===== config.mk =====
export PLATFORM = sky130hd
export DESIGN_NAME = pmu_top
export DESIGN_NICKNAME = d
export VERILOG_FILES = /design/src/rtl/pmu_pkg.sv /design/src/rtl/pmu_ahb_slave.sv /design/src/rtl/pmu_counter_bank.sv /design/src/rtl/pmu_overflow_unit.sv /design/src/rtl/pmu_top.sv
export VERILOG_INCLUDE_DIRS = /design/src /design/src/rtl
export SDC_FILE = /design/constraint.sdc
export NUM_CORES = 1
export LEC_CHECK = 0
export BUFFER_PORTS_ARGS = -buffer_cell sky130_fd_sc_hd__clkbuf_2
export CELL_PAD_IN_SITES_DETAIL_PLACEMENT = 1
export CELL_PAD_IN_SITES_GLOBAL_PLACEMENT = 1
export CORE_AREA = 5 5 200 202
export CTS_CLUSTER_DIAMETER = 100
export DETAILED_ROUTE_END_ITERATION = 8
export DIE_AREA = 0 0 205 207
export GPL_ROUTABILITY_DRIVEN = 0
export PLACE_DENSITY = 0.9
export SYNTH_ARGS = -nofsm -noshare
export SYNTH_HDL_FRONTEND = slang
export SYNTH_SLANG_ARGS = --single-unit

===== constraint.sdc =====
create_clock -name clk_i -period 9.1 [get_ports clk_i]
set_clock_uncertainty 0.05 [all_clocks]
set_input_delay 1.82 -clock clk_i [delete_from_list [all_inputs] [get_ports clk_i]]
set_output_delay 1.82 -clock clk_i [all_outputs]
set_load 0.02 [all_outputs]

===== src/rtl/pmu_macros.svh =====
// PMU widths and register map
`ifndef PMU_MACROS_SVH
`define PMU_MACROS_SVH

// ----------------------------------------------------------
// Bus and register widths
// ----------------------------------------------------------

// Data bus and register width
`define PMU_REG_WIDTH 32
// AHB address width
`define PMU_ADDR_WIDTH 32
// Counters, one per event input
`define PMU_N_COUNTERS 8
// Word index taken from address bits 5:2
`define PMU_IDX_WIDTH 4

// ----------------------------------------------------------
// Register map, word indices
// ----------------------------------------------------------

// Configuration register
`define PMU_REG_CFG 0
// First counter, the others follow in order
`define PMU_REG_CNT0 1
// Sticky overflow status, write 1 to clear
`define PMU_REG_OVF 9
// Overflow interrupt mask
`define PMU_REG_MASK 10

// Configuration register fields
`define PMU_CFG_EN_BIT 0
`define PMU_CFG_SRST_BIT 1

`endif


===== src/rtl/pmu_pkg.sv =====
// PMU shared types
`default_nettype none

`include "pmu_macros.svh"

package pmu_pkg;

    // ----------------------------------------------------------
    // AHB-lite encodings
    // ----------------------------------------------------------

    // Transfer type, htrans
    typedef enum logic [1:0] {
        IDLE   = 2'b00,
        BUSY   = 2'b01,
        NONSEQ = 2'b10,
        SEQ    = 2'b11
    } htrans_e;

    // Response type, hresp
    typedef enum logic {
        OKAY  = 1'b0,
        ERROR = 1'b1
    } hresp_e;

    // ----------------------------------------------------------
    // Bus bundles
    // ----------------------------------------------------------

    // Manager to slave, 69 bits
    typedef struct packed {
        logic                       sel;
        logic                       ready_in;
        logic [`PMU_ADDR_WIDTH-1:0] addr;
        logic                       write;
        htrans_e                    trans;
        logic [`PMU_REG_WIDTH-1:0]  wdata;
    } ahb_req_t;

    // Slave to manager, 34 bits
    typedef struct packed {
        logic                      ready_out;
        hresp_e                    resp;
        logic [`PMU_REG_WIDTH-1:0] rdata;
    } ahb_rsp_t;

    // Register write request, one data-phase cycle, 37 bits
    typedef struct packed {
        logic                      valid;
        logic [`PMU_IDX_WIDTH-1:0] index;
        logic [`PMU_REG_WIDTH-1:0] data;
    } reg_wr_t;

endpackage

`default_nettype wire


===== src/rtl/pmu_ahb_slave.sv =====
// PMU AHB-lite slave
`timescale 1ns/1ps
`default_nettype none

`include "pmu_macros.svh"

module pmu_ahb_slave (
    input  wire                                            clk_i,
    input  wire                                            rstn_i,
    input  wire pmu_pkg::ahb_req_t                         ahb_req_i,
    input  wire [`PMU_REG_WIDTH-1:0]                       cfg_i,
    input  wire [`PMU_N_COUNTERS-1:0][`PMU_REG_WIDTH-1:0]  counts_i,
    input  wire [`PMU_N_COUNTERS-1:0]                      status_i,
    input  wire [`PMU_N_COUNTERS-1:0]                      mask_i,
    output pmu_pkg::reg_wr_t                               wr_o,
    output pmu_pkg::ahb_rsp_t                              ahb_rsp_o
);

    // ----------------------------------------------------------
    // Address phase
    // ----------------------------------------------------------

    pmu_pkg::htrans_e                state_d;
    pmu_pkg::htrans_e                state_q;
    logic                            accept;
    logic                            write_q;
    logic [`PMU_IDX_WIDTH-1:0]       index_q;
    logic                            data_phase;
    logic [`PMU_IDX_WIDTH-1:0]       cnt_off;
    logic [`PMU_REG_WIDTH-1:0]       rdata;

    // Real transfer only for NONSEQ and SEQ while selected and bus ready
    assign accept = ahb_req_i.sel && ahb_req_i.ready_in &&
                    ((ahb_req_i.trans == pmu_pkg::NONSEQ) ||
                     (ahb_req_i.trans == pmu_pkg::SEQ));

    // Unselected slots fall back to IDLE, IDLE and BUSY kept but inert
    assign state_d = (ahb_req_i.sel && ahb_req_i.ready_in) ? ahb_req_i.trans : pmu_pkg::IDLE;

    always_ff @(posedge clk_i or negedge rstn_i) begin
        if (!rstn_i) begin
            state_q <= pmu_pkg::IDLE;
            write_q <= 1'b0;
        end else begin
            state_q <= state_d;
            // Write flag only meaningful for an accepted transfer
            write_q <= accept && ahb_req_i.write;
        end
    end

    // Word index of the accepted transfer
    always_ff @(posedge clk_i) begin
        if (accept) begin
            index_q <= ahb_req_i.addr[`PMU_IDX_WIDTH+1:2];
        end
    end

    // ----------------------------------------------------------
    // Data phase
    // ----------------------------------------------------------

    // One cycle long, never stretched
    assign data_phase = (state_q == pmu_pkg::NONSEQ) || (state_q == pmu_pkg::SEQ);

    // Write request to the register owners, data comes with hwdata
    assign wr_o.valid = data_phase && write_q;
    assign wr_o.index = index_q;
    assign wr_o.data  = ahb_req_i.wdata;

    // Counter slot relative to the first counter index
    assign cnt_off = index_q - `PMU_IDX_WIDTH'(`PMU_REG_CNT0);

    // Read mux
    always_comb begin
        rdata = '0;
        if (index_q == `PMU_REG_CFG) begin
            rdata = cfg_i;
        end else if ((index_q >= `PMU_REG_CNT0) &&
                     (index_q < (`PMU_REG_CNT0 + `PMU_N_COUNTERS))) begin
            rdata = counts_i[cnt_off[$clog2(`PMU_N_COUNTERS)-1:0]];
        end else if (index_q == `PMU_REG_OVF) begin
            rdata = {{(`PMU_REG_WIDTH-`PMU_N_COUNTERS){1'b0}}, status_i};
        end else if (index_q == `PMU_REG_MASK) begin
            rdata = {{(`PMU_REG_WIDTH-`PMU_N_COUNTERS){1'b0}}, mask_i};
        end
        // Anything else stays 0
    end

    // No wait states and no error responses
    assign ahb_rsp_o.ready_out = 1'b1;
    assign ahb_rsp_o.resp      = pmu_pkg::OKAY;
    assign ahb_rsp_o.rdata     = rdata;

endmodule

`default_nettype wire


===== src/rtl/pmu_counter_bank.sv =====
// PMU event counter bank
`timescale 1ns/1ps
`default_nettype none

`include "pmu_macros.svh"

module pmu_counter_bank (
    input  wire                                            clk_i,
    input  wire                                            rstn_i,
    input  wire pmu_pkg::reg_wr_t                          wr_i,
    input  wire [`PMU_N_COUNTERS-1:0]                      events_i,
    output logic [`PMU_REG_WIDTH-1:0]                      cfg_o,
    output logic [`PMU_N_COUNTERS-1:0][`PMU_REG_WIDTH-1:0] counts_o,
    output logic [`PMU_N_COUNTERS-1:0]                     wrap_o
);

    // ----------------------------------------------------------
    // Configuration register
    // ----------------------------------------------------------

    logic [`PMU_REG_WIDTH-1:0]                      cfg_q;
    logic [`PMU_REG_WIDTH-1:0]                      cfg_d;
    logic                                           cfg_wr;
    logic                                           srst;
    logic                                           enable;
    logic [`PMU_N_COUNTERS-1:0][`PMU_REG_WIDTH-1:0] cnt_q;
    logic [`PMU_N_COUNTERS-1:0]                     cnt_wr;
    logic [`PMU_N_COUNTERS-1:0]                     inc;

    assign cfg_wr = wr_i.valid && (wr_i.index == `PMU_REG_CFG);

    // Soft reset acts at the write edge and is never stored
    assign srst = cfg_wr && wr_i.data[`PMU_CFG_SRST_BIT];

    // Counting uses the enable held before this edge
    assign enable = cfg_q[`PMU_CFG_EN_BIT];

    // Next config value for a write
    always_comb begin
        cfg_d = wr_i.data;
        cfg_d[`PMU_CFG_SRST_BIT] = 1'b0;
        if (srst) begin
            // Only the enable survives a soft reset write
            cfg_d = '0;
            cfg_d[`PMU_CFG_EN_BIT] = wr_i.data[`PMU_CFG_EN_BIT];
        end
    end

    always_ff @(posedge clk_i or negedge rstn_i) begin
        if (!rstn_i) begin
            cfg_q <= '0;
        end else if (cfg_wr) begin
            cfg_q <= cfg_d;
        end
    end

    // ----------------------------------------------------------
    // Counters
    // ----------------------------------------------------------

    // Per-counter write select, increment and wrap
    always_comb begin
        for (int n = 0; n < `PMU_N_COUNTERS; n++) begin
            cnt_wr[n] = wr_i.valid && (wr_i.index == (`PMU_REG_CNT0 + n));
            // A bus write or soft reset takes the event of this cycle
            inc[n]    = enable && !srst && !cnt_wr[n] && events_i[n];
            // All-ones plus one rolls over to 0
            wrap_o[n] = inc[n] && (&cnt_q[n]);
        end
    end

    always_ff @(posedge clk_i or negedge rstn_i) begin
        if (!rstn_i) begin
            cnt_q <= '0;
        end else begin
            for (int n = 0; n < `PMU_N_COUNTERS; n++) begin
                if (srst) begin
                    cnt_q[n] <= '0;
                end else if (cnt_wr[n]) begin
                    cnt_q[n] <= wr_i.data;
                end else if (inc[n]) begin
                    cnt_q[n] <= cnt_q[n] + 1'b1;  // carry out dropped
                end
            end
        end
    end

    // Register values for the read mux
    assign cfg_o    = cfg_q;
    assign counts_o = cnt_q;

endmodule

`default_nettype wire


===== src/rtl/pmu_overflow_unit.sv =====
// PMU overflow status and interrupt
`timescale 1ns/1ps
`default_nettype none

`include "pmu_macros.svh"

module pmu_overflow_unit (
    input  wire                             clk_i,
    input  wire                             rstn_i,
    input  wire pmu_pkg::reg_wr_t           wr_i,
    input  wire [`PMU_N_COUNTERS-1:0]       wrap_i,
    output logic [`PMU_N_COUNTERS-1:0]      status_o,
    output logic [`PMU_N_COUNTERS-1:0]      mask_o,
    output logic                            intr_overflow_o
);

    // ----------------------------------------------------------
    // Register writes
    // ----------------------------------------------------------

    logic [`PMU_N_COUNTERS-1:0] status_q;
    logic [`PMU_N_COUNTERS-1:0] mask_q;
    logic [`PMU_N_COUNTERS-1:0] clr;
    logic                       ovf_wr;
    logic                       mask_wr;

    assign ovf_wr  = wr_i.valid && (wr_i.index == `PMU_REG_OVF);
    assign mask_wr = wr_i.valid && (wr_i.index == `PMU_REG_MASK);

    // Write 1 to clear, upper data bits ignored
    assign clr = ovf_wr ? wr_i.data[`PMU_N_COUNTERS-1:0] : '0;

    // ----------------------------------------------------------
    // Sticky status and mask
    // ----------------------------------------------------------

    always_ff @(posedge clk_i or negedge rstn_i) begin
        if (!rstn_i) begin
            status_q <= '0;
        end else begin
            // Wrap in the same cycle beats the clear
            status_q <= (status_q & ~clr) | wrap_i;
        end
    end

    always_ff @(posedge clk_i or negedge rstn_i) begin
        if (!rstn_i) begin
            mask_q <= '0;
        end else if (mask_wr) begin
            mask_q <= wr_i.data[`PMU_N_COUNTERS-1:0];
        end
    end

    // ----------------------------------------------------------
    // Outputs
    // ----------------------------------------------------------

    assign status_o = status_q;
    assign mask_o   = mask_q;

    // Any unmasked overflow raises the line
    assign intr_overflow_o = |(status_q & mask_q);

endmodule

`default_nettype wire


===== src/rtl/pmu_top.sv =====
// PMU top level
`timescale 1ns/1ps
`default_nettype none

`include "pmu_macros.svh"

module pmu_top (
    input  wire                         clk_i,
    input  wire                         rstn_i,
    input  wire pmu_pkg::ahb_req_t      ahb_req_i,
    input  wire [`PMU_N_COUNTERS-1:0]   events_i,
    output pmu_pkg::ahb_rsp_t           ahb_rsp_o,
    output logic                        intr_overflow_o
);

    // ----------------------------------------------------------
    // Internal wiring
    // ----------------------------------------------------------

    pmu_pkg::reg_wr_t                               wr;
    logic [`PMU_REG_WIDTH-1:0]                      cfg;
    logic [`PMU_N_COUNTERS-1:0][`PMU_REG_WIDTH-1:0] counts;
    logic [`PMU_N_COUNTERS-1:0]                     wrap;
    logic [`PMU_N_COUNTERS-1:0]                     status;
    logic [`PMU_N_COUNTERS-1:0]                     mask;

    // Bus side, decodes transfers and muxes read data
    pmu_ahb_slave u_slave (
        .clk_i     (clk_i),
        .rstn_i    (rstn_i),
        .ahb_req_i (ahb_req_i),
        .cfg_i     (cfg),
        .counts_i  (counts),
        .status_i  (status),
        .mask_i    (mask),
        .wr_o      (wr),
        .ahb_rsp_o (ahb_rsp_o)
    );

    // Config register and event counters
    pmu_counter_bank u_counters (
        .clk_i    (clk_i),
        .rstn_i   (rstn_i),
        .wr_i     (wr),
        .events_i (events_i),
        .cfg_o    (cfg),
        .counts_o (counts),
        .wrap_o   (wrap)
    );

    // Overflow status, mask and interrupt
    pmu_overflow_unit u_overflow (
        .clk_i           (clk_i),
        .rstn_i          (rstn_i),
        .wr_i            (wr),
        .wrap_i          (wrap),
        .status_o        (status),
        .mask_o          (mask),
        .intr_overflow_o (intr_overflow_o)
    );

endmodule

`default_nettype wire


After elaboration in Yosys (flattened, before gate mapping)
Index checks and enable logic that the tools add are counted.
W data, S select, Z words.
{ "classes": {"addsub": 9, "n_lt_le_gt_ge": 3, "eq_ne": 14, "n_mux": 33, "n_bitwise": 4, "reduce_logical": 71} }
{ "ops": {"columns": ["op", "n"], "rows": [
  ["$mux W32", 29],
  ["$add A32 B1 Y32 const B", 8],
  ["$reduce_and A32 Y1", 8],
  ["$bmux W32 S3", 1],
  ["$logic_and A1 B1 Y1", 42],
  ["$reduce_bool A3 Y1", 8],
  ["$and A8 B8 Y8", 2],
  ["$eq A4 B3 Y1 const B", 4],
  ["$mux W8", 2],
  ["$eq A4 B4 Y1 const B", 3],
  ["$logic_not A1 Y1", 9],
  ["$eq A2 B2 Y1 const B", 4],
  ["$eq A4 B2 Y1 const B", 2],
  ["$not A8 Y8", 1],
  ["$or A8 B8 Y8", 1],
  ["$reduce_or A8 Y1", 1],
  ["$eq A4 B1 Y1 const B", 1],
  ["$ge A4 B1 Y1 const B", 1],
  ["$logic_not A4 Y1", 1],
  ["$lt A3 B4 Y1 const B", 1],
  ["$lt A4 B4 Y1 const B", 1],
  ["$sub A3 B1 Y3 const B", 1],
  ["$logic_or A1 B1 Y1", 2],
  ["$mux W2", 1]
]} }
{ "totals": {"ff_bits": 311, "out_inout_bits": 35} }

Logic depth before layout (Yosys ltp)
Gate-level depths: netlist (run 1).
{ "logic_depth": {"word_depth": 12, "mapped_depth": 12, "mapped_depth_nobuf": 7} }

Hierarchy
A second synthesis (run 1) with hierarchy kept.
{ "unflattened": {"hier_cells": 2223, "area_unflattened_um2": 20383.3} }
{ "by_module_without_submodules": {"columns": ["mod", "instances", "cells_per_inst", "area_per_inst_um2"], "rows": [
  ["pmu_counter_bank", 1, 1868, 16605.9],
  ["pmu_ahb_slave", 1, 298, 3059.2],
  ["pmu_overflow_unit", 1, 57, 718.2]
]} }

Worst setup path before layout (run 1)
OpenSTA, ideal clock, no wires.
{ "synth_path": {"path_kind": "register to output", "from": "register u_slave.index_q[0]", "to": "output port ahb_rsp_o[0] in the netlist's numbering", "arrival_time_ns": 3.314, "setup_slack_ns": 3.916, "path_stages_with_launch": 12, "n_path_buf": 5, "cell_sequence": "edfxtp_1 buf_2 buf_2 buf_1 inv_1 ha_1 buf_2 buf_1 mux4_2 mux2_2 a221oi_1 nor2_1"} }
{ "synth_lines": {"columns": ["item", "line", "text"], "rows": [
  ["start: declaration", "pmu_ahb_slave.sv:27", "logic [`PMU_IDX_WIDTH-1:0] index_q;"],
  ["start signal: assignment", "pmu_ahb_slave.sv:54", "index_q <= ahb_req_i.addr[`PMU_IDX_WIDTH+1:2];"],
  ["end: declaration", "pmu_top.sv:12", "output pmu_pkg::ahb_rsp_t ahb_rsp_o,"]
]} }

==> impl_metrics.yaml, run 1 <==
status:
  status: "completed"
placement:
  port_buffers: 82
  place_inst: 2585
  preCtsSetupSlack_ns: 3.55
  hpwl_um: 49800
sta:
  worst_pin_slew_ns: 1.40
  finalSetupTns_ns: 0
  max_freq_ghz: 0.157
  hold_violations: 0
  period_needed_ns: 6.36
  finalSetupViolCount: 0
  slew_headroom_pct: 6.38
  rsz0062_at_grt: "no"
  report.final.slew_viol_count: 0
  fin_ws_ns: 2.74
  whs_ns: 0.434
  period_share_pct: 69.9
power:
  vdd_drop_max_mv: 0.149
  powerDensity_nw_per_um2: 192
  p_switching_mw: 1.28
  p_sw_share_pct: 31.3
  p_seq_share_pct: 43.6
  pwr-share-comb_pct: 17.9
  p_leak_nw: 8.42
  intPower_mw: 2.82
  pwr-share-clk_pct: 38.5
clock_tree:
  clock_sinks: 309
  post_cts_buffers: 0
  worstSkewPairLatency_ns: 0.54
  post_cts_resized: 0
  h-tree-depth: 2
  cts_tree: "done"
  path_clk_slew_ns: 0.06
  clockRootBuffer: "clkbuf_16"
  postCtsHoldBufs: 0
  clockBufferDepth: 3
  cts_buffers: 36
floorplanning:
  rows: 72
  io_pins: 114
  initial_core_util_pct: 50.9
  floorplan.die_area_sq_um: 42400
  die_x_um: 205
  core_sq_um: 38100
  die_h_um: 207
synth:
  synth_top_family_by_area: "simple AND/OR/NAND/NOR gates"
  synth_xor_area_share_pct: 11.1
  synth-seq-area-share_pct: 39.9
  synth_seq_cells: 309
  synth_edf_count: 4
  synth-simple-area-share_pct: 20.9
  yosys.area.top_type_share_pct: 39.3
  syn_inst: 2131
  synth_compound_area_share_pct: 13.1
  synthTopCellsByArea: "dfrtp_1 39%, mux4_2 7.3%, o21ai_0 6.3%, xor2_1 6.3%, nand2_1 5.5%"
  synth_commonest_cells: "305 x dfrtp_1, 286 x nand2_1, 245 x o21ai_0, 140 x xor2_1, 118 x nor2_1"
  synth_fp_nets: 2223
  yosysUniqueCellTypes: 61
  syn_avg_cell_area_sq_um: 9.11
  syn_area_sq_um: 19400
  synth_mux_area_share_pct: 10.1
  ys.flop_type: "dfrtp_1"
  synth_most_common_cell: "dfrtp_1"
  synth_area_leader_cell: "dfrtp_1"
  synth-warning-count: 0
  synth_adder_area_share_pct: 0.838
  async_flop_share_pct: 98.7
finish:
  drive_above_1_share_pct: 13.3
  nets: 2197
  finalNonFillerCells: 2649
  area_delta_synth_final_pct: 9.82
routing:
  drt_iter0_markers: 2271
  vias_per_cell: 6.92
  drt_wl_total_um: 75300
  vias: 18300
  drtAntennaViolNets: 0
  routedWlPerCell_um: 28.4
  firstDrtPassIters: 5
  drc: 0
setup_path:
  reg2reg_slack_ns: 5.70
  cp_max_fo: 25
  crit_path_start_kind: "flip-flop"
  worstPathArrival_ns: 4.49
  criticalPathCategory: "flip-flop to output port"
  cp-end-kind: "output port"
  worstPathRequired_ns: 7.23
global_routing:
  grt_pass1_vias: 19300
  grt_usage_pct: 34.8
  grt-ovfl-total: 0
  grt_pass1_wl_um: 116000
  grt_antenna_before_repair: 4
  grt_start_max_net_pins: 184
hold_path:
  hp-class: "flip-flop to flip-flop"
job:
  max-cap-violations: 0
[placed cells by master, fill, tap and decap left out, drive strengths merged, types with 64 or more instances in the layout]
master and instances:
nand2 286, xor2 140, nor2 118, nand3 101, clkbuf 131, a21oi 115
o21ai 246, nand4 98, dfrtp 305, xnor2 106, mux4 64
[sequential cells by signal, summed over array words and instances (netlist names)]
signal / count
u_counters.counts_o: 256
u_counters.cfg_o: 31
u_overflow.mask_o: 8
u_overflow.status_o: 8
u_slave.index_q: 4
u_slave.state_q: 1
u_slave.write_q: 1
[layer usage]
metal / up-vias / part of all wire, % / GRT usage, %
met5: - / 0.037 / 0
met4: 6 / 6.1 / 17.4
met3: 300 / 11 / 8.18
met2: 1142 / 45 / 53.5
met1: 9284 / 38 / 46.4
li1: 7604 / - / -
[path summary, 6_finish.rpt]
check                                startpoint  depth (start not counted)                       end
max                          u_slave.index_q[0]                          8             ahb_rsp_o[30]
min                        u_counters.cfg_o[18]                          2      u_counters.cfg_o[18]
max reg2reg                  u_slave.index_q[0]                          7  u_counters.counts_o[161]
min reg2reg                u_counters.cfg_o[18]                          2      u_counters.cfg_o[18]
max in group asynchronous                rstn_i                          2  u_counters.counts_o[106]
min in group asynchronous                rstn_i                          1  u_counters.counts_o[100]
[critical path: stages (launching register included)]
cell and delay, ns:
edfxtp_1 0.38, buf_4 0.26, inv_1 0.23, ha_1 0.34, nor2b_1 0.20, mux2i_1 0.62
nand2_1 0.77, o21ai_0 0.84, clkbuf_2 0.30
[layout make-up]
type	instances	area (sq um)
Antenna cell	2	5.00
Clock buffer	50	1070
Clock inverter	12	185
Fill cell	4350	16800
Inverter	24	90.1
Multi-Input combinational cell	1631	11000
Sequential cell	309	7750
Tap cell	518	648
Timing Repair Buffer	103	591
[through the flow]
stage / util, % / instance area (sq um) / power (mW)
6_report: 55.9 / 21300 / 4.10
3_3_place_gp: 52.6 / 20100 / 2.44
2_1_floorplan: - / 19400 / 2.20
3_5_place_dp: 52.6 / 20100 / 2.51
5_1_grt: 55.9 / 21300 / 4.23
4_1_cts: 55.9 / 21300 / 4.09
[power groups by stage]
stage	Clock, mW	Combinational (mW)	Sequential [mW]
floorplan	0	0.489	1.71
global placement	0	0.664	1.78
detailed placement	0	0.709	1.80
CTS	1.59	0.723	1.78
global route	1.64	0.781	1.81
finish	1.58	0.732	1.79
[logic make-up (layout without fill, tap and decap cells)]
logic type | Yosys count | after routing
AND/OR/NAND/NOR | 801 | 801
AO/OA/AOI/OAI | 456 | 456
flip-flops | 309 | 309
XOR/XNOR | 246 | 246
buffers and inverters | 191 | 189
multiplexers | 113 | 113
adder cells (fa/ha/maj) | 13 | 13
other | 2 | 4
No activity file was read; power rests on OpenSTA's default activity.
==> run 2: changes to the inputs <==
- CORE_AREA: 5 5 200 202 -> 5 5 219 221
- DIE_AREA: 0 0 205 207 -> 0 0 224 226
- PLACE_DENSITY: 0.9 -> 0.8
- clock period: 9.1 -> 5.1 ns (I/O delays scaled with it)
==> run 2 against run 1 <==
  * Via count shrank 3.1%
  * Clock-buffer cell count is 8 higher
  * Largest power group unchanged
  * Sequential power up 78%
  * Cell area is 0.63% higher
  * Hold slack worse by 0.0039 ns
  * Final cell count up 3.9%
  * Sequential cell count unchanged
  * First-iteration DRC count down 15%
  * Largest cell class unchanged
  * Die area up 19%
  * Clock power up 67%
==> impl_metrics.yaml, run 2 (synthesis results as in run 1) <==
routing:
  routedWlPerCell_um: 27.0
  drc: 0
  drtAntennaViolNets: 0
  drt_wl_total_um: 74300
  vias_per_cell: 6.46
  drt_iter0_markers: 1934
  vias: 17800
  firstDrtPassIters: 5
finish:
  fill_cells: 5276
  final_cell_mix: "305 x dfrtp_1, 284 x nand2_1, 245 x o21ai_0"
  n_antenna_cell: 0
  final_common_cell: "dfrtp_1"
  nets: 2211
  largest_register_ffs: 256
  finalNonFillerCells: 2752
  area_delta_synth_final_pct: 10.5
  drive_above_1_share_pct: 13.5
setup_path:
  path_cells: "inv_1 > ha_1 > nor2b_1 > mux2i_1 > buf_4 > nand2_1 > o21ai_0 > clkbuf_2"
  crit_path_start_kind: "flip-flop"
  cp_max_fo: 25
  worstPathArrival_ns: 3.76
  cp-end-kind: "output port"
  critPathMaxStageDelay_ns: 0.77
  reg2reg_slack_ns: 1.61
  crit_path_top_delay_cell: "o21ai_0"
  crit_end: "ahb_rsp_o[30]"
  rr_startpoint: "u_slave.index_q[0]"
  crit_start: "u_slave.index_q[1]"
  worstPathRequired_ns: 4.03
  rr_endpoint: "u_counters.counts_o[220]"
  criticalPathCategory: "flip-flop to output port"
  ff2ff_path_depth: 8
power:
  vdd_drop_max_mv: 0.239
  powerDensity_nw_per_um2: 331
  pwr-share-comb_pct: 17.9
  intPower_mw: 4.85
  p_switching_mw: 2.24
  pwr-share-clk_pct: 37.2
  p_seq_share_pct: 44.9
  p_sw_share_pct: 31.6
  p_leak_nw: 8.45
global_routing:
  grt_usage_pct: 28.9
  grt-ovfl-total: 0
  grt_pass1_vias: 18000
  grt_pass1_wl_um: 113000
  grt_antenna_before_repair: 0
  grt_start_max_net_pins: 114
sta:
  max_freq_ghz: 0.207
  report.final.slew_viol_count: 0
  finalSetupViolCount: 0
  period_needed_ns: 4.83
  fin_ws_ns: 0.274
  worst_pin_slew_ns: 1.11
  finalSetupTns_ns: 0
  slew_headroom_pct: 26.0
  hold_violations: 0
  period_share_pct: 94.6
  rsz0062_at_grt: "no"
floorplanning:
  floorplan.die_area_sq_um: 50600
  core_sq_um: 46000
  die_h_um: 226
  initial_core_util_pct: 42.2
  die_x_um: 224
  io_pins: 114
  rows: 79
clock_tree:
  h-tree-depth: 2
  path_clk_slew_ns: 0.06
  postCtsHoldBufs: 0
  clockRootBuffer: "clkbuf_16"
  clock_sinks: 309
  cts_buffers: 36
  clockBufferDepth: 3
  post_cts_resized: 0
  worstSkewPairLatency_ns: 0.56
  cts_tree: "done"
  post_cts_buffers: 0
status:
  status: "completed"
placement:
  preCtsSetupSlack_ns: 0.943
  port_buffers: 82
  hpwl_um: 51400
  place_inst: 2688
job:
  max-cap-violations: 0
hold_path:
  hp-class: "flip-flop to flip-flop"
run 2: per-stage QoR:
step	hold WS [ns]	utilization, %	cell area, sq um	total power, mW
6_report	0.430	46.7	21500	7.09
5_1_grt	0.461	46.7	21500	7.37
4_1_cts	0.433	46.7	21500	7.09
3_5_place_dp	0.421	44.2	20300	4.45
3_3_place_gp	0.413	44.2	20300	4.37
2_1_floorplan	0.400	-	19400	3.92
run 2: how the worst min path moves through the flow:
stage,cells past startpoint,start,slack (ns),to
2_1_floorplan,2,u_counters.cfg_o[10],0.40,u_counters.cfg_o[10]
3_3_place_gp,2,u_counters.cfg_o[16],0.41,u_counters.cfg_o[16]
3_5_place_dp,2,u_counters.cfg_o[16],0.42,u_counters.cfg_o[16]
4_1_cts,2,u_counters.cfg_o[16],0.43,u_counters.cfg_o[16]
5_1_grt,2,u_counters.cfg_o[4],0.46,u_counters.cfg_o[4]
6_report,2,u_counters.cfg_o[2],0.43,u_counters.cfg_o[2]
run 2: power by group through the flow:
stage / Sequential, mW / Clock (mW) / Combinational [mW]
after floorplan: 3.05 / 0 / 0.873
after global placement: 3.17 / 0 / 1.20
after detailed placement: 3.20 / 0 / 1.26
after CTS: 3.17 / 2.66 / 1.26
after global routing: 3.23 / 2.78 / 1.37
final: 3.18 / 2.64 / 1.27
run 2: critical path, delay by kind of cell, from the launching register on:
family                     cells  cell delay [ns]
buffers and inverters          3             0.66
muxes                          1             0.24
AOI/OAI and AO/OA              1             0.77
and+or+nand+nor                2             0.75
adders and majority gates      1             0.30
DFF                            1             0.46
run 2: routing by layer:
| layer | part of all wire [%] | vias to the layer above | global-route usage, % |
|---|---|---|---|
| li1 | - | 7642 | - |
| met1 | 43 | 9130 | 41.3 |
| met2 | 45 | 839 | 44.5 |
| met3 | 7.9 | 163 | 4.13 |
| met4 | 4.4 | 0 | 11.5 |
| met5 | 0 | - | 0 |
run 2: layout make-up:
class | count | area [sq um] | area share (%)
clock buffers | 58 | 1070 | 5.01
flip-flops and latches | 309 | 7750 | 36.1
repair buffers | 117 | 696 | 3.24
well taps | 607 | 759 | 3.54
multi-input cells | 1631 | 11000 | 51.3
inverters | 24 | 90.1 | 0.420
clock inverters | 6 | 80.1 | 0.373
